**config.mk**
```make
export PLATFORM = sky130hd
export DESIGN_NAME = wb_subsystem
export DESIGN_NICKNAME = d
export VERILOG_FILES = /design/src/source/rv_core_pkg.sv /design/src/source/axil_pkg.sv /design/src/source/wb_result_format.sv /design/src/source/gpr_file.sv /design/src/source/store_axil_master.sv /design/src/source/bus_watchdog.sv /design/src/source/commit_fsm.sv /design/src/source/wb_subsystem.sv
export SDC_FILE = /design/constraint.sdc
export NUM_CORES = 2
export LEC_CHECK = 0
export ABC_CLOCK_PERIOD_IN_PS = 8200
export BUFFER_PORTS_ARGS = -buffer_cell sky130_fd_sc_hd__buf_2
export CAP_MARGIN = 40
export CORE_MARGIN = 1.5
export CORE_UTILIZATION = 48
export DETAILED_ROUTE_END_ITERATION = 10
export SLEW_MARGIN = 5
export SYNTH_ARGS = -nofsm -noshare
export SYNTH_HDL_FRONTEND = slang
export SYNTH_SLANG_ARGS = --single-unit
export TNS_END_PERCENT = 100
```
**constraint.sdc**
```tcl
create_clock -name clk -period 8.2 [get_ports clk]
set_clock_uncertainty 0.05 [all_clocks]
set_input_delay 0.82 -clock clk [delete_from_list [all_inputs] [get_ports clk]]
set_output_delay 0.82 -clock clk [all_outputs]
set_load 0.05 [all_outputs]
```
**src/source/rv_core_pkg.sv**
```systemverilog
package rv_core_pkg;

    localparam int xlen       = 64;
    localparam int reg_addr_w = 5;
    localparam int imm_w      = 32;
    localparam int wmask_w    = xlen / 8;

    // how a result lands in the register file
    typedef enum logic [1:0] {
        ext_full   = 2'd0, // ld, link, 64-bit alu
        ext_word_s = 2'd1, // lw, addw, divw
        ext_word_z = 2'd2, // lwu
        ext_half_s = 2'd3  // lh
    } ext_kind_e;

    typedef enum logic {
        src_ex  = 1'b0,
        src_mem = 1'b1
    } src_sel_e;

    // one retiring instruction
    typedef struct packed {
        logic [reg_addr_w-1:0] rd;
        logic                  wen;
        logic                  is_store;
        logic                  is_ebreak;
        src_sel_e              src_sel;
        ext_kind_e             ext_kind;
        logic [xlen-1:0]       ex_res;
        logic [xlen-1:0]       mem_res;
        logic [reg_addr_w-1:0] rs1;     // store base
        logic [imm_w-1:0]      imm;     // already sign-extended by decode
        logic [wmask_w-1:0]    wmask;
    } commit_req_t;

endpackage

```
**src/source/axil_pkg.sv**
```systemverilog
package axil_pkg;

    localparam int axil_addr_w = 32;
    localparam int axil_data_w = 64;
    localparam int axil_strb_w = axil_data_w / 8;

    localparam logic [1:0] resp_okay   = 2'b00;
    localparam logic [1:0] resp_slverr = 2'b10;

    localparam logic [2:0] prot_data = 3'b000; // unprivileged, secure, data

    typedef struct packed {
        logic [axil_addr_w-1:0] awaddr;
        logic [2:0]             awprot;
    } axil_aw_t;

    typedef struct packed {
        logic [axil_data_w-1:0] wdata;
        logic [axil_strb_w-1:0] wstrb;
    } axil_w_t;

    typedef struct packed {
        logic [1:0] bresp;
    } axil_b_t;

endpackage

```
**src/source/wb_result_format.sv**
```systemverilog
`timescale 1ns/1ns

module wb_result_format (
    input  rv_core_pkg::commit_req_t     res_in,
    output logic [rv_core_pkg::xlen-1:0] wdata
);

    localparam int xl = rv_core_pkg::xlen;

    logic [xl-1:0] sel;

    assign sel = (res_in.src_sel == rv_core_pkg::src_mem) ? res_in.mem_res : res_in.ex_res;

    always_comb begin
        unique case (res_in.ext_kind)
            rv_core_pkg::ext_full: begin
                wdata = sel;
            end
            rv_core_pkg::ext_word_s: begin
                wdata = {{(xl - 32){sel[31]}}, sel[31:0]};
            end
            rv_core_pkg::ext_word_z: begin
                wdata = {{(xl - 32){1'b0}}, sel[31:0]};
            end
            rv_core_pkg::ext_half_s: begin
                wdata = {{(xl - 16){sel[15]}}, sel[15:0]};
            end
        endcase
    end

endmodule

```
**src/source/gpr_file.sv**
```systemverilog
`timescale 1ns/1ns

module gpr_file (
    input  logic                               clk,
    input  logic                               rst_n,
    input  logic                               wen,
    input  logic [rv_core_pkg::reg_addr_w-1:0] waddr,
    input  logic [rv_core_pkg::xlen-1:0]       wdata,
    input  logic [rv_core_pkg::reg_addr_w-1:0] raddr_a,
    output logic [rv_core_pkg::xlen-1:0]       rdata_a,
    input  logic [rv_core_pkg::reg_addr_w-1:0] raddr_b,
    output logic [rv_core_pkg::xlen-1:0]       rdata_b
);

    localparam int depth = 2 ** rv_core_pkg::reg_addr_w;

    logic [rv_core_pkg::xlen-1:0] regs [depth];

    always_ff @(posedge clk or negedge rst_n) begin
        if (!rst_n) begin
            for (int i = 0; i < depth; i++) begin
                regs[i] <= '0;
            end
        end else if (wen && waddr != '0) begin // x0 is read only
            regs[waddr] <= wdata;
        end
    end

    // entry zero is never written, so both ports see zero there
    assign rdata_a = regs[raddr_a];
    assign rdata_b = regs[raddr_b];

    x0_reads_zero_a: assert property (
        @(posedge clk) disable iff (!rst_n)
        raddr_a == '0 |-> rdata_a == '0
    );

    x0_reads_zero_b: assert property (
        @(posedge clk) disable iff (!rst_n)
        raddr_b == '0 |-> rdata_b == '0
    );

endmodule

```
**src/source/store_axil_master.sv**
```systemverilog
`timescale 1ns/1ns

module store_axil_master (
    input  logic                                clk,
    input  logic                                rst_n,
    input  logic                                store_start,
    input  logic [axil_pkg::axil_addr_w-1:0]    store_addr,
    input  logic [axil_pkg::axil_data_w-1:0]    store_data,
    input  logic [axil_pkg::axil_strb_w-1:0]    store_strb,
    output logic                                aw_valid,
    output axil_pkg::axil_aw_t                  aw,
    input  logic                                aw_ready,
    output logic                                w_valid,
    output axil_pkg::axil_w_t                   w,
    input  logic                                w_ready,
    input  logic                                b_valid,
    input  axil_pkg::axil_b_t                   b,
    output logic                                b_ready,
    output logic                                store_done,
    output logic                                store_err,
    input  logic                                abort
);

    logic pending; // a write is in flight
    logic b_hs;

    // payload comes straight from the latched request, stable for the whole store
    assign aw = '{awaddr: store_addr, awprot: axil_pkg::prot_data};
    assign w  = '{wdata: store_data, wstrb: store_strb};

    // response only once both request channels are through
    assign b_ready = pending && !aw_valid && !w_valid;
    assign b_hs    = b_valid && b_ready;

    assign store_done = b_hs && (b.bresp == axil_pkg::resp_okay);
    assign store_err  = b_hs && (b.bresp != axil_pkg::resp_okay);

    always_ff @(posedge clk or negedge rst_n) begin
        if (!rst_n) begin
            aw_valid <= 1'b0;
            w_valid  <= 1'b0;
            pending  <= 1'b0;
        end else if (abort) begin // watchdog gave up
            aw_valid <= 1'b0;
            w_valid  <= 1'b0;
            pending  <= 1'b0;
        end else if (store_start) begin
            aw_valid <= 1'b1;
            w_valid  <= 1'b1;
            pending  <= 1'b1;
        end else begin
            if (aw_valid && aw_ready) begin
                aw_valid <= 1'b0;
            end
            if (w_valid && w_ready) begin
                w_valid <= 1'b0;
            end
            if (b_hs) begin
                pending <= 1'b0;
            end
        end
    end

    aw_held: assert property (
        @(posedge clk) disable iff (!rst_n)
        aw_valid && !aw_ready && !abort |=> aw_valid && $stable(aw)
    );

    w_held: assert property (
        @(posedge clk) disable iff (!rst_n)
        w_valid && !w_ready && !abort |=> w_valid && $stable(w)
    );

endmodule

```
**src/source/bus_watchdog.sv**
```systemverilog
`timescale 1ns/1ns

module bus_watchdog #(
    parameter int TIMEOUT_CYCLES = 64
) (
    input  logic clk,
    input  logic rst_n,
    input  logic watch_en,
    output logic timeout
);

    localparam int cnt_w = $clog2(TIMEOUT_CYCLES + 1);

    logic [cnt_w-1:0] cnt;

    // cnt is k-1 in the k-th cycle after the store was accepted
    always_ff @(posedge clk or negedge rst_n) begin
        if (!rst_n) begin
            cnt <= '0;
        end else if (!watch_en) begin
            cnt <= '0;
        end else if (cnt != cnt_w'(TIMEOUT_CYCLES)) begin
            cnt <= cnt + 1'b1; // parks at the limit, so only one pulse
        end
    end

    assign timeout = watch_en && (cnt == cnt_w'(TIMEOUT_CYCLES - 1));

    timeout_single: assert property (
        @(posedge clk) disable iff (!rst_n)
        timeout |=> !timeout
    );

endmodule

```
**src/source/commit_fsm.sv**
```systemverilog
`timescale 1ns/1ns

module commit_fsm (
    input  logic                               clk,
    input  logic                               rst_n,
    input  logic                               commit_valid,
    input  rv_core_pkg::commit_req_t           commit,
    output logic                               commit_ready,
    input  logic [rv_core_pkg::xlen-1:0]       base_val,
    input  logic [rv_core_pkg::xlen-1:0]       fmt_wdata,
    output logic                               gpr_wen,
    output logic [rv_core_pkg::reg_addr_w-1:0] gpr_waddr,
    output logic [rv_core_pkg::xlen-1:0]       gpr_wdata,
    output logic                               store_start,
    output logic [axil_pkg::axil_addr_w-1:0]   store_addr,
    output logic [axil_pkg::axil_data_w-1:0]   store_data,
    output logic [axil_pkg::axil_strb_w-1:0]   store_strb,
    input  logic                               store_done,
    input  logic                               store_err,
    output logic                               watch_en,
    input  logic                               timeout,
    output logic                               abort,
    output logic                               halted,
    output logic                               bus_err
);

    typedef enum logic [1:0] {
        st_idle,
        st_store_wait,
        st_halt,
        st_error
    } state_e;

    state_e state;
    state_e state_nxt;
    logic   accept;

    assign commit_ready = (state == st_idle);
    assign accept       = commit_valid && commit_ready;

    // ebreak wins over everything else in the request
    assign gpr_wen     = accept && commit.wen && !commit.is_store && !commit.is_ebreak;
    assign gpr_waddr   = commit.rd;
    assign gpr_wdata   = fmt_wdata;
    assign store_start = accept && commit.is_store && !commit.is_ebreak;

    assign watch_en = (state == st_store_wait);
    assign abort    = watch_en && timeout && !store_done;
    assign halted   = (state == st_halt) || (state == st_error);
    assign bus_err  = (state == st_error);

    always_comb begin
        state_nxt = state;
        case (state)
            st_idle: begin
                if (accept && commit.is_ebreak) begin
                    state_nxt = st_halt;
                end else if (store_start) begin
                    state_nxt = st_store_wait;
                end
            end
            st_store_wait: begin
                if (store_done) begin // good response beats a same-cycle timeout
                    state_nxt = st_idle;
                end else if (store_err || timeout) begin
                    state_nxt = st_error;
                end
            end
            default: begin
                state_nxt = state; // halt and error are terminal
            end
        endcase
    end

    always_ff @(posedge clk or negedge rst_n) begin
        if (!rst_n) begin
            state <= st_idle;
        end else begin
            state <= state_nxt;
        end
    end

    // store request, held for the bus master until the next store
    always_ff @(posedge clk) begin
        if (store_start) begin
            store_addr <= base_val[axil_pkg::axil_addr_w-1:0]
                        + axil_pkg::axil_addr_w'(signed'(commit.imm));
            store_data <= (commit.src_sel == rv_core_pkg::src_mem) ? commit.mem_res
                                                                   : commit.ex_res;
            store_strb <= commit.wmask;
        end
    end

    halt_is_final: assert property (
        @(posedge clk) disable iff (!rst_n)
        halted |=> halted && !commit_ready
    );

    store_blocks_port: assert property (
        @(posedge clk) disable iff (!rst_n)
        store_start |=> !commit_ready && watch_en
    );

endmodule

```
**src/source/wb_subsystem.sv**
```systemverilog
`timescale 1ns/1ns

module wb_subsystem #(
    parameter int TIMEOUT_CYCLES = 64
) (
    input  logic                               clk,
    input  logic                               rst_n,
    input  logic                               commit_valid,
    output logic                               commit_ready,
    input  rv_core_pkg::commit_req_t           commit,
    output logic                               aw_valid,
    output axil_pkg::axil_aw_t                 aw,
    input  logic                               aw_ready,
    output logic                               w_valid,
    output axil_pkg::axil_w_t                  w,
    input  logic                               w_ready,
    input  logic                               b_valid,
    input  axil_pkg::axil_b_t                  b,
    output logic                               b_ready,
    output logic                               halted,
    output logic                               bus_err,
    input  logic [rv_core_pkg::reg_addr_w-1:0] dbg_raddr,
    output logic [rv_core_pkg::xlen-1:0]       dbg_rdata
);

    logic [rv_core_pkg::xlen-1:0]       base_val;
    logic [rv_core_pkg::xlen-1:0]       fmt_wdata;
    logic                               gpr_wen;
    logic [rv_core_pkg::reg_addr_w-1:0] gpr_waddr;
    logic [rv_core_pkg::xlen-1:0]       gpr_wdata;
    logic                               store_start;
    logic [axil_pkg::axil_addr_w-1:0]   store_addr;
    logic [axil_pkg::axil_data_w-1:0]   store_data;
    logic [axil_pkg::axil_strb_w-1:0]   store_strb;
    logic                               store_done;
    logic                               store_err;
    logic                               watch_en;
    logic                               timeout;
    logic                               abort;

    wb_result_format wb_result_format_i (
        .res_in (commit),
        .wdata  (fmt_wdata)
    );

    gpr_file gpr_file_i (
        .clk     (clk),
        .rst_n   (rst_n),
        .wen     (gpr_wen),
        .waddr   (gpr_waddr),
        .wdata   (gpr_wdata),
        .raddr_a (commit.rs1), // store base
        .rdata_a (base_val),
        .raddr_b (dbg_raddr),
        .rdata_b (dbg_rdata)
    );

    commit_fsm commit_fsm_i (
        .clk          (clk),
        .rst_n        (rst_n),
        .commit_valid (commit_valid),
        .commit       (commit),
        .commit_ready (commit_ready),
        .base_val     (base_val),
        .fmt_wdata    (fmt_wdata),
        .gpr_wen      (gpr_wen),
        .gpr_waddr    (gpr_waddr),
        .gpr_wdata    (gpr_wdata),
        .store_start  (store_start),
        .store_addr   (store_addr),
        .store_data   (store_data),
        .store_strb   (store_strb),
        .store_done   (store_done),
        .store_err    (store_err),
        .watch_en     (watch_en),
        .timeout      (timeout),
        .abort        (abort),
        .halted       (halted),
        .bus_err      (bus_err)
    );

    store_axil_master store_axil_master_i (
        .clk         (clk),
        .rst_n       (rst_n),
        .store_start (store_start),
        .store_addr  (store_addr),
        .store_data  (store_data),
        .store_strb  (store_strb),
        .aw_valid    (aw_valid),
        .aw          (aw),
        .aw_ready    (aw_ready),
        .w_valid     (w_valid),
        .w           (w),
        .w_ready     (w_ready),
        .b_valid     (b_valid),
        .b           (b),
        .b_ready     (b_ready),
        .store_done  (store_done),
        .store_err   (store_err),
        .abort       (abort)
    );

    bus_watchdog #(
        .TIMEOUT_CYCLES (TIMEOUT_CYCLES)
    ) bus_watchdog_i (
        .clk      (clk),
        .rst_n    (rst_n),
        .watch_en (watch_en),
        .timeout  (timeout)
    );

endmodule

```
==> run_results.csv <==
group,metric,value,unit
finish,stdcell_count,11465,
clock_network,cts_tree,"done",
worst_setup_path,path_cells,"buf_8 > buf_4 > mux4_2 > mux4_2 > mux2_2 > ha_1 > nor2b_1 > o2111ai_1 > a21oi_1 > o31ai_1 > o21a_1 > o41ai_2 > a221oi_2 > xnor2_1",
worst_setup_path,end_kind,"flop",
worst_setup_path,cp-start-kind,"input port",
pwr,power_density,199,nW/um^2
pwr,power,22.9,mW
worst_setup_path,crit_fanout,60,
logic_synthesis,netlist_instances,8595,
global_routing,grt_pass1_wl,458000,um
clock_network,htreeDepth,4,
logic_synthesis,yosysWarnings,0,
floorplan,fp-row-count,168,
floorplan,coreArea,210000,sq um
clock_network,clock_latency,0.87,ns
global_routing,antenna_found_initial,5,
status,status,"complete, no violations",
pwr,p_leak,49.8,nW
global_routing,grt_pass1_vias,69924,
floorplan,die_y,463,um
finish,fillers,17731,
clock_network,post_cts_resized,0,
placement,dp_hpwl,175000,um
floorplan,ios,374,
floorplan,start_util,0.484,
detailed_routing,firstDrtPassIters,5,
floorplan,dieArea,215000,sq um
clock_network,clock_sinks,2164,
placement,io_buffers,370,
logic_synthesis,synth-seq-area-share,0.537,
finish,multiInputGateArea,43700,sq um
global_routing,track_usage,0.284,
detailed_routing,final_antenna_net_count,0,
timing,setup_viol,0,
logic_synthesis,synth_edf_count,104,
placement,routabilityCongestion,0.858,
job,cap_viol_max_count,0,
worst_setup_path,r2r_slack,3.78,ns
logic_synthesis,syn-mean-instance-area,11.8,sq um
timing,slew_headroom,0.167,
worst_setup_path,arrival,5.51,ns
placement,place_inst,11044,
timing,rsz0062_at_grt,"false",
logic_synthesis,netlist-cell-type-count,56,
finish,regArea,54700,sq um
clock_network,clk_pin_slew,0.06,ns
timing,fmax,0.203,GHz
logic_synthesis,synth_flop_cell,"dfrtp_1",
clock_network,ctsLongestPathBuffers,3,
clock_network,cts_buffers,224,
worst_setup_path,critPathSlowestCell,"mux4_2",
timing,finalCritPeriodShare,0.602,
detailed_routing,routed_wl,301000,um
logic_synthesis,synth_seq_cells,2164,
global_routing,grt_max_degree,185,
worst_setup_path,slowest_delay,0.55,ns
detailed_routing,wl_per_cell,26.2,um
placement,placed_area,107000,sq um
timing,slew_viol_final,0,
finish,fin_util,0.545,
pwr,ir_drop,229,uV
worst_setup_path,critical_path_class,"input port to flop",
detailed_routing,viasPerCell,6.02,
logic_synthesis,async_flop_share,0.952,
finish,drive_above_1_share,0.251,
detailed_routing,drtIter0Drc,6715,
worst_setup_path,cp.required,8.78,ns
floorplan,die_x,463,um
timing,tightest_slew,1.25,ns
timing,hold_viol_final,0,
global_routing,overflow,0,
min_path,hold_class,"input port to flop",
timing,min_period,4.93,ns
logic_synthesis,synth_area,102000,sq um
detailed_routing,drc,0,
timing,final.setup.tns,0,ns
detailed_routing,dr_total_vias,68991,
finish,fin_nets,8698,
finish,postLayoutCellArea,115000,sq um
worst_setup_path,crit_top_cell,"mux4_2",
finish,area_growth,12.6,%
clock_network,clockRootBuffer,"clkbuf_16",
## layout make-up
cell class / count / share of cell area
flip-flops and latches: 2164 / 0.477
multi-input cells: 5461 / 0.382
clock buffers: 318 / 0.0580
repair buffers: 585 / 0.0409
well taps: 2805 / 0.0306
clock inverters: 96 / 0.0107
inverters: 31 / 0.00106
diodes: 5 / 0.000109
## critical path, delay by kind of cell
kind	cells	cell delay (ns)
multiplexers	3	1.36
buffers and inverters	2	0.89
XOR/XNOR	1	0.10
adder cells (fa/ha/maj)	1	0.34
AO/OA/AOI/OAI	6	1.65
AND/OR/NAND/NOR	1	0.17
## cells in the final DEF, fill, tap and decap left out, drive strengths merged, types with 8 or more instances in the layout
cell,netlist,layout
clkbuf,773,318
nand2b,8,8
xnor2,23,23
dfrtp,2060,2060
nor2,26,26
buf,168,584
nand2,2043,2043
mux2,143,143
mux2i,34,34
inv,31,42
mux4,960,960
ha,33,33
xor2,11,11
o21ai,2006,2006
clkinv,0,58
a21o,11,11
edfxtp,104,104
bufinv,0,21
a21oi,72,72
nand3,13,13
## sequential cells by signal (all words and copies together), names as in the netlist
signal and cells:
commit_fsm_i.state 2, commit_fsm_i.store_addr 32, store_axil_master_i.aw_valid 1, store_axil_master_i.w_valid 1, bus_watchdog_i.cnt 7, gpr_file_i.regs 2048, store_axil_master_i.pending 1, commit_fsm_i.store_data 64
commit_fsm_i.store_strb 8
## power breakdown
group	internal, mW	switching (mW)
logic	0.384	0.904
clock network	6.31	4.48
registers	10.8	0.00664
total	17.5	5.39
## final timing paths
check / startpoint / end / cells past startpoint
hold / removal: commit[1] / commit_fsm_i.store_strb[1]$_DFFE_PP_ / 1
hold reg to reg: gpr_file_i.regs[2036]$_DFFE_PN0P_ / gpr_file_i.regs[2036]$_DFFE_PN0P_ / 0
setup reg to reg: gpr_file_i.regs[1024]$_DFFE_PN0P_ / commit_fsm_i.store_addr[28]$_DFFE_PP_ / 14
min in group asynchronous: rst_n / gpr_file_i.regs[2009]$_DFFE_PN0P_ / 2
max in group asynchronous: rst_n / gpr_file_i.regs[502]$_DFFE_PN0P_ / 4
setup / recovery: commit[40] / commit_fsm_i.store_addr[28]$_DFFE_PP_ / 14
## synthesized netlist by cell type (5+ instances only)
cell type  number  area share
dfrtp_1      2060        0.51
nand2_1      2043       0.075
o21ai_0      2006       0.099
mux4_2        960        0.21
clkbuf_1      773       0.029
mux2_2        143       0.016
buf_2         115      0.0057
edfxtp_1      104       0.031
a21oi_1        72      0.0035
buf_1          37      0.0014
mux2i_1        34      0.0033
ha_1           33      0.0041
inv_1          30      0.0011
nor2_1         26     0.00096
xnor2_1        23      0.0020
nand3_1        13     0.00064
buf_4          12     0.00089
a21o_1         11     0.00081
xor2_1         11     0.00095
nand2b_1        8     0.00049
o21bai_1        6     0.00044
a31oi_1         5     0.00031
and3_1          5     0.00031
nor3b_1         5     0.00037
## metrics by stage
step	hold WS, ns	setup slack, ns
2_1_floorplan	0.375	3.35
3_3_place_gp	0.310	2.38
5_1_grt	0.0377	3.10
6_report	0.0689	3.27
3_5_place_dp	0.313	2.38
4_1_cts	0.0139	3.31
## layer usage
metal  vias up  routed length [um]  global-route usage
met3       460               18900              0.0398
li1      30381                   -                   -
met2      2336              144000               0.458
met1     35814              129000               0.406
met5         -                   0                   0
met4         0                8700              0.0814
## kinds of logic (layout without fill, tap and decap cells)
kind of cell / after synthesis / in the layout / share of synthesized area
simple gates: 2131 / 2131 / 0.0804
xor+xnor: 34 / 34 / 0.00293
fa+ha+maj: 34 / 34 / 0.00425
other cells: 1 / 8 / 0.0000368
flops: 2164 / 2164 / 0.537
mux: 1137 / 1137 / 0.232
buf+inv: 972 / 1030 / 0.0380
compound gates: 2122 / 2122 / 0.106
## timing repair
action	CTS	global route
hold endpoints to repair	112	0
setup buffers	0	0
setup endpoints to repair	0	0
hold buffers	1	0
Note: power is estimated with default switching activity, not from simulation.
